==> src/verilog/io_pkg.sv <==
`default_nettype none

package io_pkg;

  typedef logic [31:0] word_t;
  typedef logic [7:0] byte_t;

  localparam byte_t CHAR_P = 8'h50;
  localparam byte_t CHAR_ZERO = 8'h30;
  localparam byte_t CHAR_SPACE = 8'h20;
  localparam byte_t CHAR_NEWLINE = 8'h0a;

  localparam byte_t SYNC_LOAD = 8'h99; // host may send the length
  localparam byte_t SYNC_RUN = 8'haa;  // program loaded, core running

  localparam int MAX_DIM = 999; // widest side three digits can show

  typedef struct packed {
    logic [3:0] hundreds;
    logic [3:0] tens;
    logic [3:0] ones;
  } digits3_t;

endpackage

`default_nettype wire

==> src/verilog/uart_if.sv <==
`default_nettype none

interface uart_if import io_pkg::*; ();

  byte_t tx_data;
  logic tx_start;  // one-cycle request
  logic tx_busy;
  byte_t rx_data;
  logic rx_valid;  // one-cycle, no back-pressure

  modport tx_side (input tx_data, tx_start, output tx_busy);
  modport rx_side (output rx_data, rx_valid);
  modport ctrl (output tx_data, tx_start, input tx_busy);
  modport loader (input rx_data, rx_valid);

endinterface

`default_nettype wire

==> src/verilog/image_sender.sv <==
`default_nettype none

module image_sender import io_pkg::*; #(
  parameter int IMG_WIDTH = 128,
  parameter int IMG_HEIGHT = 128,
  parameter word_t IMG_BASE = '0
) (
  input logic clk,
  input logic rstn,
  input logic dump_en,
  input logic byte_ack,
  input logic data_ready_io,
  input word_t data_from_memory_io,
  output logic byte_req,
  output logic memread_io,
  output byte_t byte_out,
  output word_t addr_io
);

  // compare-and-subtract, one digit at a time
  function automatic digits3_t to_digits(input logic [9:0] v);
    digits3_t d;
    logic [9:0] r;
    d = '0;
    r = v;
    for (int k = 1; k <= 9; k++) begin
      if (r >= 10'(k * 100)) d.hundreds = 4'(k);
    end
    r = r - 10'(d.hundreds * 100);
    for (int k = 1; k <= 9; k++) begin
      if (r >= 10'(k * 10)) d.tens = 4'(k);
    end
    r = r - 10'(d.tens * 10);
    d.ones = r[3:0];
    return d;
  endfunction

  function automatic byte_t digit_char(input logic [3:0] d);
    return CHAR_ZERO + {4'b0000, d};
  endfunction

  localparam int NPIX = IMG_WIDTH * IMG_HEIGHT;
  localparam digits3_t W_DIG = to_digits(10'((IMG_WIDTH > MAX_DIM) ? MAX_DIM : IMG_WIDTH));
  localparam digits3_t H_DIG = to_digits(10'((IMG_HEIGHT > MAX_DIM) ? MAX_DIM : IMG_HEIGHT));

  typedef enum logic [2:0] {S_IDLE, S_HDR, S_READ, S_WAIT, S_PIX, S_DONE} state_t;

  state_t state;
  logic [3:0] idx;  // character within header or pixel line
  word_t pix;
  digits3_t red_d;
  digits3_t green_d;
  digits3_t blue_d;

  assign byte_req = (state == S_HDR) || (state == S_PIX);
  assign memread_io = (state == S_READ);
  assign addr_io = IMG_BASE + {pix[29:0], 2'b00};

  always_comb begin
    byte_out = CHAR_SPACE;
    if (state == S_HDR) begin
      case (idx)
        4'd0: byte_out = CHAR_P;
        4'd1: byte_out = digit_char(4'd3);
        4'd2, 4'd14: byte_out = CHAR_NEWLINE;
        4'd3: byte_out = digit_char(W_DIG.hundreds);
        4'd4: byte_out = digit_char(W_DIG.tens);
        4'd5: byte_out = digit_char(W_DIG.ones);
        4'd7: byte_out = digit_char(H_DIG.hundreds);
        4'd8: byte_out = digit_char(H_DIG.tens);
        4'd9: byte_out = digit_char(H_DIG.ones);
        4'd11: byte_out = digit_char(4'd2);  // max value 255
        4'd12, 4'd13: byte_out = digit_char(4'd5);
        default: byte_out = CHAR_SPACE;
      endcase
    end else begin
      case (idx)
        4'd0: byte_out = digit_char(red_d.hundreds);
        4'd1: byte_out = digit_char(red_d.tens);
        4'd2: byte_out = digit_char(red_d.ones);
        4'd4: byte_out = digit_char(green_d.hundreds);
        4'd5: byte_out = digit_char(green_d.tens);
        4'd6: byte_out = digit_char(green_d.ones);
        4'd8: byte_out = digit_char(blue_d.hundreds);
        4'd9: byte_out = digit_char(blue_d.tens);
        4'd10: byte_out = digit_char(blue_d.ones);
        4'd11: byte_out = CHAR_NEWLINE;
        default: byte_out = CHAR_SPACE;
      endcase
    end
  end

  always_ff @(posedge clk) begin
    if (!rstn) begin
      state <= S_IDLE;
      idx <= '0;
      pix <= '0;
    end else begin
      case (state)
        S_IDLE: begin
          if (dump_en) state <= S_HDR;
        end
        S_HDR: begin
          if (byte_ack) begin
            if (idx == 4'd14) begin
              idx <= '0;
              state <= S_READ;
            end else begin
              idx <= idx + 4'd1;
            end
          end
        end
        S_READ: state <= S_WAIT;
        S_WAIT: begin
          if (data_ready_io) begin
            red_d <= to_digits({2'b00, data_from_memory_io[7:0]});
            green_d <= to_digits({2'b00, data_from_memory_io[15:8]});
            blue_d <= to_digits({2'b00, data_from_memory_io[23:16]});
            state <= S_PIX;
          end
        end
        S_PIX: begin
          if (byte_ack) begin
            if (idx != 4'd11) begin
              idx <= idx + 4'd1;
            end else if (pix == word_t'(NPIX - 1)) begin
              state <= S_DONE;  // stays here until reset
            end else begin
              pix <= pix + 1'b1;
              idx <= '0;
              state <= S_READ;
            end
          end
        end
        default: state <= S_DONE;
      endcase
    end
  end

endmodule

`default_nettype wire

==> src/verilog/io_control.sv <==
`default_nettype none

module io_control import io_pkg::*; (
  input logic clk,
  input logic rstn,
  input logic core_end,
  input logic load_done,
  input logic byte_req,
  input byte_t byte_out,
  uart_if.ctrl u,
  output logic load_en,
  output logic dump_en,
  output logic core_start,
  output logic byte_ack
);

  typedef enum logic [2:0] {
    P_SYNC_LOAD,
    P_LOADING,
    P_SYNC_RUN,
    P_WAIT_CORE,
    P_DUMP
  } phase_t;

  phase_t phase;
  logic in_flight;  // a frame was requested and has not ended
  logic frame_done;
  logic run_idle;

  // busy rises the cycle after the start pulse
  assign frame_done = in_flight && !u.tx_start && !u.tx_busy;
  assign run_idle = (phase == P_WAIT_CORE) || (phase == P_SYNC_RUN && frame_done);
  assign dump_en = (phase == P_DUMP) || (run_idle && core_end);
  assign byte_ack = (phase == P_DUMP) && frame_done;

  always_ff @(posedge clk) begin
    if (!rstn) begin
      phase <= P_SYNC_LOAD;
      in_flight <= 1'b0;
      u.tx_start <= 1'b0;
      load_en <= 1'b0;
      core_start <= 1'b0;
    end else begin
      u.tx_start <= 1'b0;
      if (frame_done) in_flight <= 1'b0;
      case (phase)
        P_SYNC_LOAD: begin
          if (!in_flight) begin
            u.tx_data <= SYNC_LOAD;
            u.tx_start <= 1'b1;
            in_flight <= 1'b1;
          end else if (frame_done) begin
            load_en <= 1'b1;
            phase <= P_LOADING;
          end
        end
        P_LOADING: begin
          if (load_done) begin
            load_en <= 1'b0;
            core_start <= 1'b1;  // held until reset
            u.tx_data <= SYNC_RUN;
            u.tx_start <= 1'b1;
            in_flight <= 1'b1;
            phase <= P_SYNC_RUN;
          end
        end
        P_SYNC_RUN, P_WAIT_CORE: begin
          if (run_idle && core_end) phase <= P_DUMP;
          else if (frame_done) phase <= P_WAIT_CORE;
        end
        default: begin
          if (byte_req && !in_flight && !u.tx_busy) begin
            u.tx_data <= byte_out;
            u.tx_start <= 1'b1;
            in_flight <= 1'b1;
          end
        end
      endcase
    end
  end

endmodule

`default_nettype wire

==> src/verilog/io_top.sv <==
`default_nettype none

module io_top #(
  parameter int CLK_PER_HALF_BIT = 217,
  parameter int IMG_WIDTH = 128,
  parameter int IMG_HEIGHT = 128,
  parameter logic [31:0] IMG_BASE = 32'h0
) (
  input logic clk,
  input logic rstn,
  input logic rxd,
  input logic core_end,
  input logic data_ready_io,
  input logic [31:0] data_from_memory_io,
  output logic txd,
  output logic wr_en_instr,
  output logic memread_io,
  output logic core_start,
  output logic [31:0] data_in_instr,
  output logic [31:0] addr_in_instr,
  output logic [31:0] addr_io
);

  uart_if u_if ();

  logic load_en;
  logic load_done;
  logic dump_en;
  logic byte_req;
  logic byte_ack;
  logic [7:0] byte_out;

  uart_tx #(.CLK_PER_HALF_BIT(CLK_PER_HALF_BIT)) i_uart_tx (
    .clk(clk), .rstn(rstn), .u(u_if.tx_side), .txd(txd)
  );

  uart_rx #(.CLK_PER_HALF_BIT(CLK_PER_HALF_BIT)) i_uart_rx (
    .clk(clk), .rstn(rstn), .rxd(rxd), .u(u_if.rx_side)
  );

  program_loader i_program_loader (
    .clk(clk), .rstn(rstn), .load_en(load_en), .u(u_if.loader),
    .load_done(load_done), .wr_en_instr(wr_en_instr),
    .addr_in_instr(addr_in_instr), .data_in_instr(data_in_instr)
  );

  image_sender #(
    .IMG_WIDTH(IMG_WIDTH), .IMG_HEIGHT(IMG_HEIGHT), .IMG_BASE(IMG_BASE)
  ) i_image_sender (
    .clk(clk), .rstn(rstn), .dump_en(dump_en), .byte_ack(byte_ack),
    .data_ready_io(data_ready_io), .data_from_memory_io(data_from_memory_io),
    .byte_req(byte_req), .memread_io(memread_io), .byte_out(byte_out), .addr_io(addr_io)
  );

  io_control i_io_control (
    .clk(clk), .rstn(rstn), .core_end(core_end), .load_done(load_done),
    .byte_req(byte_req), .byte_out(byte_out), .u(u_if.ctrl), .load_en(load_en),
    .dump_en(dump_en), .core_start(core_start), .byte_ack(byte_ack)
  );

endmodule

`default_nettype wire

==> src/verilog/program_loader.sv <==
`default_nettype none

module program_loader import io_pkg::*; (
  input logic clk,
  input logic rstn,
  input logic load_en,
  uart_if.loader u,
  output logic load_done,
  output logic wr_en_instr,
  output word_t addr_in_instr,
  output word_t data_in_instr
);

  word_t length;       // program length in bytes
  word_t length_next;
  word_t word_buf;
  logic have_len;
  logic [1:0] byte_idx;
  logic [29:0] word_cnt;
  logic [29:0] n_words;

  assign length_next = {u.rx_data, length[31:8]};  // little endian
  assign n_words = length[31:2];  // low two bits ignored
  assign addr_in_instr = {word_cnt, 2'b00};
  assign data_in_instr = word_buf;

  always_ff @(posedge clk) begin
    if (!rstn) begin
      have_len <= 1'b0;
      byte_idx <= '0;
      word_cnt <= '0;
      wr_en_instr <= 1'b0;
      load_done <= 1'b0;
    end else begin
      wr_en_instr <= 1'b0;
      load_done <= 1'b0;
      if (wr_en_instr) begin
        word_cnt <= word_cnt + 30'd1;
      end
      if (load_en && u.rx_valid) begin
        byte_idx <= byte_idx + 2'd1;
        if (!have_len) begin
          length <= length_next;
          if (byte_idx == 2'd3) begin
            have_len <= 1'b1;
            load_done <= (length_next[31:2] == '0);  // empty program
          end
        end else begin
          word_buf <= {u.rx_data, word_buf[31:8]};
          if (byte_idx == 2'd3) begin
            wr_en_instr <= 1'b1;
            load_done <= (word_cnt == n_words - 30'd1);
          end
        end
      end
    end
  end

endmodule

`default_nettype wire

==> src/verilog/uart_rx.sv <==
`default_nettype none

module uart_rx import io_pkg::*; #(
  parameter int CLK_PER_HALF_BIT = 217
) (
  input logic clk,
  input logic rstn,
  input logic rxd,
  uart_if.rx_side u
);

  localparam int BIT_CYC = 2 * CLK_PER_HALF_BIT;
  localparam int CW = $clog2(BIT_CYC);

  logic [2:0] rxd_sync;  // two sync stages plus edge history
  logic busy;
  logic [CW-1:0] baud_cnt;
  logic [3:0] bit_cnt;
  byte_t shreg;
  logic sample;
  logic rx_bit;

  assign rx_bit = rxd_sync[1];
  assign sample = busy && (baud_cnt == '0);
  assign u.rx_valid = sample && (bit_cnt == 4'd9);  // stop bit, not checked
  assign u.rx_data = shreg;

  always_ff @(posedge clk) begin
    if (!rstn) begin
      rxd_sync <= 3'b111;
    end else begin
      rxd_sync <= {rxd_sync[1:0], rxd};
    end
  end

  always_ff @(posedge clk) begin
    if (!rstn) begin
      busy <= 1'b0;
      baud_cnt <= '0;
      bit_cnt <= '0;
    end else if (!busy) begin
      if (rxd_sync[2] && !rx_bit) begin
        busy <= 1'b1;
        baud_cnt <= CW'(CLK_PER_HALF_BIT - 1);  // middle of start bit
        bit_cnt <= '0;
      end
    end else if (sample) begin
      baud_cnt <= CW'(BIT_CYC - 1);
      bit_cnt <= bit_cnt + 4'd1;
      if (bit_cnt == 4'd0 && rx_bit) begin
        busy <= 1'b0;  // glitch, line back high
      end else if (bit_cnt == 4'd9) begin
        busy <= 1'b0;
      end else if (bit_cnt != 4'd0) begin
        shreg <= {rx_bit, shreg[7:1]};
      end
    end else begin
      baud_cnt <= baud_cnt - 1'b1;
    end
  end

endmodule

`default_nettype wire

==> src/verilog/uart_tx.sv <==
`default_nettype none

module uart_tx #(
  parameter int CLK_PER_HALF_BIT = 217
) (
  input logic clk,
  input logic rstn,
  uart_if.tx_side u,
  output logic txd
);

  localparam int BIT_CYC = 2 * CLK_PER_HALF_BIT;
  localparam int CW = $clog2(BIT_CYC);

  logic [CW-1:0] baud_cnt;
  logic [3:0] bit_cnt;  // 0 is the start bit
  logic [8:0] shreg;    // data bits, then stop bit
  logic busy;

  assign u.tx_busy = busy;

  always_ff @(posedge clk) begin
    if (!rstn) begin
      busy <= 1'b0;
      baud_cnt <= '0;
      bit_cnt <= '0;
      txd <= 1'b1;
    end else if (!busy) begin
      if (u.tx_start) begin
        busy <= 1'b1;
        baud_cnt <= '0;
        bit_cnt <= '0;
        shreg <= {1'b1, u.tx_data};
        txd <= 1'b0;
      end
    end else if (baud_cnt == CW'(BIT_CYC - 1)) begin
      baud_cnt <= '0;
      if (bit_cnt == 4'd9) begin
        busy <= 1'b0;  // end of stop bit
        txd <= 1'b1;
      end else begin
        bit_cnt <= bit_cnt + 4'd1;
        txd <= shreg[0];  // lsb first
        shreg <= {1'b1, shreg[8:1]};
      end
    end else begin
      baud_cnt <= baud_cnt + 1'b1;
    end
  end

endmodule

`default_nettype wire
==> config.mk <==
export PLATFORM = sky130hd
export DESIGN_NAME = io_top
export DESIGN_NICKNAME = d
export VERILOG_FILES = /design/src/verilog/io_pkg.sv /design/src/verilog/uart_if.sv /design/src/verilog/image_sender.sv /design/src/verilog/io_control.sv /design/src/verilog/io_top.sv /design/src/verilog/program_loader.sv /design/src/verilog/uart_rx.sv /design/src/verilog/uart_tx.sv
export SDC_FILE = /design/constraint.sdc
export NUM_CORES = 1
export LEC_CHECK = 0
export BUFFER_PORTS_ARGS = -buffer_cell sky130_fd_sc_hd__buf_2
export CAP_MARGIN = 20
export CORE_ASPECT_RATIO = 1.25
export CORE_MARGIN = 2
export CORE_UTILIZATION = 40
export DETAILED_ROUTE_END_ITERATION = 7
export SLEW_MARGIN = 20
export SYNTH_ARGS = -nofsm -noshare
export SYNTH_HDL_FRONTEND = slang
export SYNTH_SLANG_ARGS = --single-unit
==> constraint.sdc <==
create_clock -name clk -period 7.8 [get_ports clk]
set_clock_uncertainty 0.15 [all_clocks]
set_input_delay 1.56 -clock clk [delete_from_list [all_inputs] [get_ports clk]]
set_output_delay 1.56 -clock clk [all_outputs]
set_load 0.005 [all_outputs]
---- Yosys cells after proc, flatten, opt, wreduce, memory -nomap -nowiden ----
Memory sizes are Yosys's and may differ from the RTL's. A register that Yosys moved wholly into a read port is not among the register bits.
Index checks and enable logic that the tools add are counted.
word-level totals
  register bits ........................... 238
  input bits .............................. 37
  logic and storage cells ................. 333
  ROM bits ................................ 112
  output and inout port bits .............. 100
  memories kept ........................... 1
memory list
  name             depth  bits a word  rd ports  clocked after Yosys merged registers in  wr ports  line                RTL
  (no name shown)  16     7            1         1                                        0         image_sender.sv:62  case (idx)
operators by class
  equal/unequal tests ..................... 40
  reductions and logical operators ........ 49
  muxes and demuxes ....................... 133
  multiply operators ...................... 6
  $lt $le $gt $ge ......................... 39
  bitwise operators ....................... 6
  add/subtract/negate cells ............... 24
operators by type and width
  cell                                                                                  count
  4-bit two-way mux                                                                     38
  10-bit by 6-bit greater-or-equal comparator with 1-bit output, second input constant  9
  10-bit by 7-bit greater-or-equal comparator with 1-bit output, second input constant  9
  3-bit two-way mux                                                                     30
  9-bit two-way mux                                                                     10
  8-bit case mux with 10 select lines                                                   1
  6-bit by 4-bit adder with 7-bit output, first input constant                          9
  10-bit by 5-bit greater-or-equal comparator with 1-bit output, second input constant  6
  8-bit by 10-bit greater-or-equal comparator with 1-bit output, second input constant  6
  1-bit two-way mux                                                                     34
  32-bit by 1-bit adder with 32-bit output, second input constant                       1
  32-bit by 14-bit == test with 1-bit output, second input constant                     1
  8-bit two-way mux                                                                     4
  30-bit by 1-bit adder with 30-bit output, second input constant                       1
  30-bit == test                                                                        1
  10-bit by 4-bit greater-or-equal comparator with 1-bit output, second input constant  3
  30-bit zero test                                                                      1
  30-bit by 1-bit subtractor with 30-bit output, second input constant                  1
  8-bit by 10-bit subtractor with 10-bit output                                         3
  4-bit == test, second input constant                                                  7
  8-bit by 7-bit greater-or-equal comparator with 1-bit output, second input constant   3
  8-bit greater-or-equal comparator, second input constant                              3
  4-bit by 5-bit multiplier with 8-bit output, second input constant                    3
  8-bit case mux with 3 select lines                                                    1
  41 further kinds                                                                      112

---- Depth between registers and ports, before layout ----
Gate-level depths: netlist (run 1).
  word-level depth ........................ 25
  mapped depth ............................ 19

---- Hierarchy ----
Synthesis (run 1) repeated with hierarchy kept, for this count alone.
unflattened totals
  cells, all modules ...................... 1305
  area total of the unflattened synthesis .. 13093.8 um2
by module, submodules not included
  module          area each (um2)  instances  cells an instance
  image_sender    5607.9           1          634
  program_loader  4485.6           1          385
  uart_tx         1171.1           1          112
  uart_rx         1112.3           1          112
  io_control      716.9            1          62

---- Worst setup path before layout (run 1) ----
OpenSTA, ideal clock, no wires.
  path type ............................... input port to flip-flop
  start point ............................. input port data_from_memory_io[4]
  end point ............................... register i_image_sender.red_d[3] (netlist name) (data pin)
  path slack .............................. 2094 ps
  setup time .............................. 258 ps
  arrival time ............................ 5299 ps
  stages on the path ...................... 19
  required time ........................... 7392 ps
  path buffers ............................ 1
  path through ............................ clkbuf_1 > o311ai_1 > inv_1 > or2_2 > inv_1 > ha_1 > inv_1 > fa_1 > xnor2_1 > nand3_1 > o21a_1 > a21oi_1 > o21ai_0 > a21bo_2 > ha_1 > fa_1 > xor2_1 > xnor2_1 > xnor2_1
between the ends
  longest elaborated chain between the ends .. 25
RTL lines
  element                                                       line                 RTL
  start: declaration                                            io_top.sv:14         input logic [31:0] data_from_memory_io,
  8-bit by 7-bit greater-or-equal comparator with 1-bit output  image_sender.sv:27   if (r >= 10'(k * 100)) d.hundreds = 4'(k);
  1-bit two-way mux                                             image_sender.sv:27
  2-bit two-way mux                                             image_sender.sv:27
  3-bit two-way mux (2 in series)                               image_sender.sv:27
  4-bit two-way mux                                             image_sender.sv:115  if (data_ready_io) begin
  4-bit two-way mux                                             image_sender.sv:99   case (state)
  4-bit two-way mux                                             image_sender.sv:94   if (!rstn) begin
  4-bit by 5-bit multiplier with 8-bit output                   image_sender.sv:29   r = r - 10'(d.hundreds * 100);
  [... 3 more ...]                                              -
  2-bit two-way mux (2 in series)                               image_sender.sv:31   if (r >= 10'(k * 10)) d.tens = 4'(k);
  3-bit two-way mux (4 in series)                               image_sender.sv:31
  4-bit two-way mux (2 in series)                               image_sender.sv:31
  4-bit two-way mux                                             image_sender.sv:115
  4-bit two-way mux                                             image_sender.sv:99
  4-bit two-way mux                                             image_sender.sv:94
  4-bit by 3-bit multiplier with 3-bit output                   image_sender.sv:33   r = r - 10'(d.tens * 10);
  4-bit subtractor (*)                                          image_sender.sv:33
  end signal: assignment                                        image_sender.sv:116  red_d <= to_digits({2'b00, data_from_memory_io[7:0]});
  end: declaration                                              image_sender.sv:51   digits3_t red_d;
Every way passes the cells marked *; elsewhere a longest branch is shown, timed or not. The select of a mux whose other input is x is not followed.
A chain may end at the register's enable or synchronous reset.

---- Worst setup path in the final report (run 1) ----
Same ends and word-level chain as after synthesis.

==> metrics.md, run 1 <==
| Metric | Value |
|---|---|
| Setup violations, final | `0` |
| Wire per inst | `14.8 µm` |
| Max Clk Rate | `179 MHz` |
| Fillers | `2,977` |
| RR Startpoint | `i_image_sender.idx[3]` |
| Antenna violations before repair | `0` |
| IO Port Bufs | `124` |
| Synth warn | `0` |
| Lkg Pwr | `5.29 nW` |
| Maximum buffer depth of the clock tree | `3` |
| Number of synthesized register bits | `236` |
| Crit path max fanout | `8` |
| Die height | `202 µm` |
| Period utilization | `0.715` |
| Reg2reg path depth | `11` |
| First-pass GRT wire length | `44,900 µm` |
| Iter 0 DRT Violations | `~740` |
| R2R Setup Slk | `just over 4000 ps` |
| Synth Cell Area | `12,600 µm²` |
| Drt pass-1 iters | `5` |
| # hold bufs at CTS | `0` |
| Worst path required time | `7930 ps` |
| Core Region | `31,000 µm²` |
| N_diodes | `0` |
| Die area | `33,000 µm²` |
| VDD IR max | `0.187 mV` |
| # H-tree levels | `1` |
| DRT Wirelength | `26,800 µm` |
| Detail Placement HPWL | `about 19,000 µm` |
| CTS tree | `done` |
| Met1 GRT Util | `0.194` |
| Crit path DAT | `5710 ps` |
| Status | `complete, no violations` |
| Max-Slew Margin vs Limit | `0.299` |
| Worst-path clk slew | `60 ps` |
| Placer Congestion | `about 0.9` |
| Final TNS setup | `0 ps` |
| Mapped Avg Cell Area | `just under 10 µm²` |
| Yosys top cell by area | `edfxtp_1` |
| GR Util met3 | `0.0227` |
| Maxcap violations | `0` |
| Worst setup SP type | `primary input` |
| Chip Width | `approximately 160 µm` |
| Share of the synthesized area in the top cell type | `0.276` |
| Util after Layout | `0.458` |
| Synth-to-layout area growth | `12.6%` |
| DRC violations left | `0` |
| Tightest Hold Check Type | `register to register` |
| Hold path cells | `1` |
| Number of global-route vias before repair | `9,274` |
| M2 GR Usage | `0.293` |
| Max-slew violations | `0` |
| ANT nets after route | `0` |
| Area of the multi-input gates | `6090 µm²` |
| Netlist cell types | `between 80 and 90` |
| RSZ-0062 raised after global routing | `false` |
| Setup bufs post-CTS | `0` |
| Hold Path Origin | `i_uart_rx.rxd_sync[0]` |
| Clock Latency Late Sink | `between 500 and 600 ps` |
| Post-layout minimum cycle time | `5570 ps` |
| Crit-path cells | `buf_2, o311ai_1, inv_1, or2_2, inv_1, ha_1, inv_1, fa_1, xnor2_1, nand3_1, o21a_1, a21oi_1, o21ai_0, a21bo_2, ha_1, fa_1, xor2_1, xnor2_1, xnor2_1` |
| Slowest CP cell | `xnor2_1` |
| Async SR Flop Fraction | `0` |
| Worst Tran Pin Value | `between 1000 and 1500 ps` |
| Starting Density | `0.407` |
| Number of enable flip-flop cells after synthesis | `between 100 and 150` |
| DR vias | `between 9,000 and 10,000` |
| Clock root buffer master | `clkbuf_16` |
| WHS Endpoint | `i_uart_rx.rxd_sync[1]` |
| PwrDens | `198 nW/µm²` |
| Via density | `5.31` |
| Busiest grt layer | `met2` |
| Overall power | `2.81 mW` |
| Setup crit end kind | `register` |
| Reg area | `5890 µm²` |
| Largest net degree at the start of global routing | `94` |
| CP startpoint | `data_from_memory_io[4]` |
| Sink Count | `between 200 and 250` |
| Gr ovfl total | `0` |
| Io pins | `137` |
| Synth Flop Type | `dfxtp_1` |
| Final net count | `~1,500` |
| Placement Rows | `approximately 70` |
| Crit-path max cell delay | `approximately 540 ps` |
| Kind of critical path | `primary input to register` |
| Final hold vios | `0` |
| All-Layer GR Usage | `0.161` |
| Post-CTS sizing | `0` |
| TritonCTS Buffers | `26` |
| Cell count after synthesis | `1,295` |
| Sequential share of the synthesized area | `0.467` |
| Main area contributors after synthesis | `edfxtp_1, dfxtp_1, xnor2_1` |
| Ratio of cells with drive above 1 in the final layout | `0.153` |
-- Yosys cell counts, types with 23 or more instances --
library cell  instances
a21oi_1              58
nand2_1              90
edfxtp_1            116
inv_1                62
nor2_1              140
o21ai_0              39
xnor2_1              67
ha_1                 39
xor2_1               57
and3_1               23
clkbuf_1             35
nand4_1              26
dfxtp_1             120
nand3_1              50
buf_4                34
nor3_1               44
-- state kept, by name, indices dropped and copies added, names as in the netlist, 9 cells and up, named ones only --
register and cells:
i_image_sender.green_d 10, i_uart_rx.baud_cnt 9, i_uart_tx.baud_cnt 9, i_image_sender.pix 32, i_program_loader.word_cnt 30, i_image_sender.blue_d 10, i_image_sender.red_d 10, i_program_loader.data_in_instr 32
i_program_loader.length 30
-- power breakdown --
group | leakage (nW) | internal, mW | switching, mW
sequential | 2.01 | 1.32 | 0.0239
clock | 0.393 | 0.675 | 0.487
combinational | 2.90 | 0.128 | 0.173
-- layout make-up --
class	instances	share of cell area
clock buffers	35	0.0504
flip-flops and latches	236	0.415
multi-input cells	924	0.429
repair buffers	129	0.0464
clock inverters	13	0.00661
well taps	407	0.0359
inverters	63	0.0168
-- placed cells by master (no fill, tap or decap), drive strengths merged, types with 9 or more instances in the layout --
cell	instances
a211oi	11
a21oi	60
a22oi	12
a31oi	9
and3	23
buf	129
clkbuf	35
clkinv	12
dfxtp	120
edfxtp	116
ha	39
inv	61
mux2	12
mux2i	12
nand2	90
nand2b	20
nand3	50
nand4	27
nor2	140
nor2b	15
nor3	45
nor3b	11
nor4	17
o21ai	39
o22ai	9
or2	10
or3	13
xnor2	67
xor2	57
-- worst max path at each step --
stage,slack (ps),to
6_report,2230,i_image_sender.red_d[3]
5_1_grt,1930,i_image_sender.red_d[3]
4_1_cts,2260,i_image_sender.red_d[3]
3_5_place_dp,1710,i_image_sender.red_d[3]
3_3_place_gp,1750,i_image_sender.red_d[3]
2_1_floorplan,2090,i_image_sender.red_d[3]
-- metal layers --
| metal | part of all wire | wire length (µm) |
|---|---|---|
| met2 | 0.50 | 13400 |
| met5 | 0 | 0 |
| met4 | 0.028 | 756 |
| met3 | 0.039 | 1030 |
| met1 | 0.43 | 11600 |
-- cell families after synthesis --
| logic type | synth area share |
|---|---|
| buf+inv | 0.0520 |
| mux | 0.0203 |
| simple gates | 0.207 |
| flops | 0.467 |
| other cells | 0.000298 |
| compound gates | 0.117 |
| fa+ha+maj | 0.0506 |
| xor+xnor | 0.0862 |
-- worst max-delay path: cells and delay by family --
kind | cells | cell delay, ps
fa+ha+maj | 4 | 1140
compound gates | 5 | 1120
xor+xnor | 4 | 970
simple gates | 2 | 480
buf+inv | 4 | 430
-- metrics by stage --
stage	area, µm²	setup WS [ps]	hold slack, ps	std cells
2_1_floorplan	12600	2090	236	1298
3_3_place_gp	13400	1750	243	1759
3_5_place_dp	13400	1710	249	1759
4_1_cts	14200	2260	269	1807
5_1_grt	14200	1930	299	1807
6_report	14200	2230	264	1807
(Power assumes the default switching activity.)
==> inputs of run 2 (changes only) <==
==> constraint.sdc (replaced) <==
create_clock -name clk -period 4.5 [get_ports clk]
set_clock_uncertainty 0.15 [all_clocks]
set_input_delay 0.9 -clock clk [delete_from_list [all_inputs] [get_ports clk]]
set_output_delay 0.9 -clock clk [all_outputs]
set_load 0.005 [all_outputs]
==> metrics.md, run 2 (synthesis results as in run 1) <==
| Metric | Value |
|---|---|
| # H-tree levels | `1` |
| Via density | `5.25` |
| Ratio of cells with drive above 1 in the final layout | `0.214` |
| IO Port Bufs | `124` |
| ANT nets after route | `0` |
| First-pass GRT wire length | `46,300 µm` |
| Io pins | `137` |
| Drt pass-1 iters | `4` |
| Maxcap violations | `0` |
| Max Clk Rate | `between 200 and 250 MHz` |
| Max-Slew Margin vs Limit | `0.352` |
| Largest net degree at the start of global routing | `around 80` |
| Gr ovfl total | `0` |
| Placement Rows | `roughly 70` |
| Worst setup SP type | `primary input` |
| Die height | `202 µm` |
| Tightest Hold Check Type | `register to register` |
| Final hold slack | `~260 ps` |
| Most common cell after layout, fill and taps aside | `nor2_1` |
| # hold bufs at CTS | `0` |
| Sink Count | `between 200 and 250` |
| Antenna violations before repair | `0` |
| All-Layer GR Usage | `0.167` |
| Max-slew violations | `0` |
| DRC violations left | `0` |
| Fin worst setup slack | `246 ps` |
| Crit path DAT | `4370 ps` |
| Util after Layout | `0.482` |
| Wire per inst | `~15 µm` |
| Placer Congestion | `0.827` |
| Worst Tran Pin Value | `969 ps` |
| Number of global-route vias before repair | `9,559` |
| Starting Density | `0.407` |
| Worst-path clk slew | `~60 ps` |
| Post-CTS sizing | `0` |
| Most frequent cells in the layout | `nor2_1, buf_2, dfxtp_1` |
| N_diodes | `0` |
| TritonCTS Buffers | `26` |
| Setup bufs post-CTS | `0` |
| Maximum buffer depth of the clock tree | `3` |
| Iter 0 DRT Violations | `around 470` |
| Status | `complete, no violations` |
| PwrDens | `between 300 and 400 nW/µm²` |
| Setup violations, final | `0` |
| Lkg Pwr | `5.68 nW` |
| DR vias | `9,842` |
| Clock root buffer master | `clkbuf_16` |
| Clock Latency Late Sink | `between 500 and 600 ps` |
| DRT Wirelength | `27,700 µm` |
| Die area | `33,000 µm²` |
| Post-layout minimum cycle time | `4250 ps` |
| RSZ-0062 raised after global routing | `false` |
| Final hold vios | `0` |
| Synth-to-layout area growth | `18.6%` |
| Final net count | `1,531` |
| Detail Placement HPWL | `about 20,000 µm` |
| Post-Place Setup Slack | `-295 ps` |
| Chip Width | `163 µm` |
| VDD IR max | `0.224 mV` |
| Core Region | `31,000 µm²` |
| Period utilization | `0.945` |
| CTS tree | `done` |
| Setup crit end kind | `register` |
| Worst path required time | `4610 ps` |
| Kind of critical path | `primary input to register` |
| Crit path max fanout | `3` |
-- run 2: worst paths after layout --
check	slack, ps	end	startpoint	depth (start not counted)
hold / removal	260	i_uart_rx.rxd_sync[1]	i_uart_rx.rxd_sync[0]	1
setup / recovery	250	i_image_sender.green_d[3]	data_from_memory_io[12]	18
setup reg to reg	890	register	i_image_sender.idx[0]	12
hold reg to reg	260	i_uart_rx.rxd_sync[1]	i_uart_rx.rxd_sync[0]	1
-- run 2: critical path: stages --
cell and delay (ps):
buf_2 110, or3_1 360, a31oi_1 190, or2_4 160
inv_2 40, ha_4 150, fa_2 390, xor2_1 200
nand2_1 90, nor4_1 190, a211oi_1 90, a311o_1 280
a21o_1 200, ha_2 200, fa_2 400, xnor2_2 150
xnor2_1 180, xnor2_1 90
-- run 2: layer usage --
metal  global-route usage  share of wire
met5                    0              0
met4               0.0395          0.014
met3               0.0255          0.047
met2                0.303           0.50
met1                0.207           0.44
-- run 2: where the power goes --
part           internal, mW  switching [mW]
combinational         0.314           0.333
sequential             2.29          0.0353
clock                  1.32           0.873
-- run 2: area by class of cell --
type	count	area, µm²
Clock buffer	32	726
Clock inverter	16	174
Fill cell	2943	16000
Inverter	63	238
Multi-Input combinational cell	924	6240
Sequential cell	236	5890
Tap cell	407	509
Timing Repair Buffer	198	1180
-- run 2: stage by stage --
stage,std cells,TNS (ps),power (mW),area [µm²]
3_5_place_dp,1828,-935,3.02,14100
6_report,1876,0,5.17,15000
5_1_grt,1876,0,5.42,15000
4_1_cts,1876,0,5.24,15000
2_1_floorplan,1298,-329,2.82,12800
3_3_place_gp,1828,-690,3.01,14100
==> inputs of run 3 (changes only) <==
--- a/config.mk
+++ b/config.mk
@@ -8,9 +8,10 @@
 export BUFFER_PORTS_ARGS = -buffer_cell sky130_fd_sc_hd__buf_2
 export CAP_MARGIN = 20
 export CORE_ASPECT_RATIO = 1.25
-export CORE_MARGIN = 2
 export CORE_UTILIZATION = 40
 export DETAILED_ROUTE_END_ITERATION = 7
+export GPL_ROUTABILITY_DRIVEN = 0
+export MAX_ROUTING_LAYER = met4
 export SLEW_MARGIN = 20
 export SYNTH_ARGS = -nofsm -noshare
 export SYNTH_HDL_FRONTEND = slang
==> metrics.md, run 3 (synthesis results as in run 1) <==
| Metric | Value |
|---|---|
| Post-CTS sizing | `0` |
| Reg area | `between 5000 and 6000 µm²` |
| Sink Count | `236` |
| Lkg Pwr | `5.68 nW` |
| RSZ-0062 raised after global routing | `false` |
| Max Clk Rate | `235 MHz` |
| Setup crit end kind | `register` |
| Io pins | `137` |
| Fin worst setup slack | `239 ps` |
| Met1 wire length | `12,500 µm` |
| Kind of critical path | `primary input to register` |
| Worst path required time | `4630 ps` |
| Worst-path clk slew | `around 60 ps` |
| Detail Placement HPWL | `just over 20,000 µm` |
| IO Port Bufs | `124` |
| PwrDens | `343 nW/µm²` |
| All-Layer GR Usage | `0.179` |
| Top sig layer | `met4` |
| Met2 WL | `13,600 µm` |
| Top cell by count, worst path | `xnor2_1` |
| Post-layout minimum cycle time | `4260 ps` |
| Worst setup SP type | `primary input` |
| Slowest CP cell | `fa_2` |
| Gr ovfl total | `0` |
| Starting Density | `0.407` |
| First-pass GRT wire length | `47,200 µm` |
| TritonCTS Buffers | `25` |
| Most frequent cells in the layout | `nor2_1, buf_2, dfxtp_1` |
| Period utilization | `0.947` |
| Clock Latency Late Sink | `520 ps` |
| Iter 0 DRT Violations | `641` |
| Area of the multi-input gates | `6240 µm²` |
| Maximum buffer depth of the clock tree | `3` |
| DR vias | `9,809` |
| Hold path cells | `1` |
| Wire per inst | `14.8 µm` |
| CTS tree | `done` |
| Setup bufs post-CTS | `0` |
| Setup violations, final | `0` |
| Crit-path max cell delay | `430 ps` |
| DRC violations left | `0` |
| Antenna violations before repair | `0` |
| # hold bufs at CTS | `0` |
| Largest net degree at the start of global routing | `66` |
| Post-route cell area | `14,900 µm²` |
| Post-Place Setup Slack | `-285 ps` |
| Cell Area, Placed | `14,100 µm²` |
| Most common cell after layout, fill and taps aside | `nor2_1` |
| Crit path DAT | `4390 ps` |
| # H-tree levels | `1` |
| Max-Slew Margin vs Limit | `0.347` |
| Core Region | `slightly above 30,000 µm²` |
| Tightest Hold Check Type | `register to register` |
| Number of global-route vias before repair | `9,681` |
| Die area | `32,200 µm²` |
| Placement Rows | `72` |
| DRT Wirelength | `27,800 µm` |
| Via density | `5.23` |
| VDD IR max | `0.234 mV` |
| Max-slew violations | `0` |
| Final hold vios | `0` |
| Clock root buffer master | `clkbuf_16` |
| Die height | `200 µm` |
| Synth-to-layout area growth | `18.3%` |
| Util after Layout | `0.481` |
| Reg2reg path depth | `12` |
| Crit path max fanout | `3` |
| WL met3 | `1130 µm` |
| Status | `complete, no violations` |
| Drt pass-1 iters | `5` |
| Final hold slack | `roughly 270 ps` |
| Chip Width | `161 µm` |
| ANT nets after route | `0` |
| Worst Tran Pin Value | `975 ps` |
| Overall power | `5.11 mW` |
| Maxcap violations | `0` |
| Fillers | `2,989` |
| Final net count | `1,531` |
| Ratio of cells with drive above 1 in the final layout | `0.212` |
| Crit-path cells | `buf_2, or3_1, a31oi_1, or2_4, inv_2, ha_4, fa_2, xor2_2, nand2_1, mux2_2, a311o_1, a31o_2, ha_2, fa_2, xnor2_1, xnor2_1, xnor2_1` |
| N_diodes | `0` |
[run 3: cell types whose count changed in the layout (fill, tap and decap cells not counted)]
| cell | previous run | this run |
|---|---|---|
| clkbuf_16 | 28 | 26 |
| clkinvlp_4 | 4 | 0 |
| clkinv_4 | 1 | 0 |
| inv_6 | 2 | 1 |
| clkbuf_1 | 3 | 7 |
| clkbuf_8 | 1 | 4 |
| buf_4 | 74 | 75 |
| clkinv_1 | 3 | 1 |
[run 3: final cells by class]
type | instances | share of cell area
repair buffers | 199 | 0.0794
multi-input cells | 924 | 0.419
clock inverters | 8 | 0.00797
flip-flops and latches | 236 | 0.395
well taps | 407 | 0.0342
clock buffers | 37 | 0.0491
inverters | 63 | 0.0159
[run 3: stage by stage]
step	std cells	setup TNS [ps]
floorplan	1298	-329
global placement	1829	-706
detailed placement	1829	-999
CTS	1874	0
global route	1874	0
finish	1874	0
[run 3: final timing paths]
| kind | startpoint | end | slack, ps |
|---|---|---|---|
| setup reg to reg | i_image_sender.idx[0] | register | 810 |
| hold reg to reg | i_uart_rx.rxd_sync[0] | i_uart_rx.rxd_sync[1] | 270 |
| setup / recovery | data_from_memory_io[19] | i_image_sender.blue_d[3] | 240 |
| hold / removal | i_uart_rx.rxd_sync[0] | i_uart_rx.rxd_sync[1] | 270 |
[run 3: critical path: cells and delay by family]
kind	cells	cell delay (ps)
AOI/OAI and AO/OA	3	770
xor gates and xnor gates	4	580
adders and majority gates	4	1110
buffers and inverters	2	160
muxes	1	270
and+or+nand+nor	3	600
[run 3: per-layer routing]
metal  vias to the layer above  GRT usage
met3                        50     0.0246
met1                      4619      0.220
met5                         -          -
met2                       195      0.306
li1                       4945          -
met4                         0     0.0465
[run 3: where the power goes]
part,switching (mW),internal [mW]
clock,0.836,1.30
combinational,0.336,0.314
sequential,0.0362,2.29
total,1.21,3.90
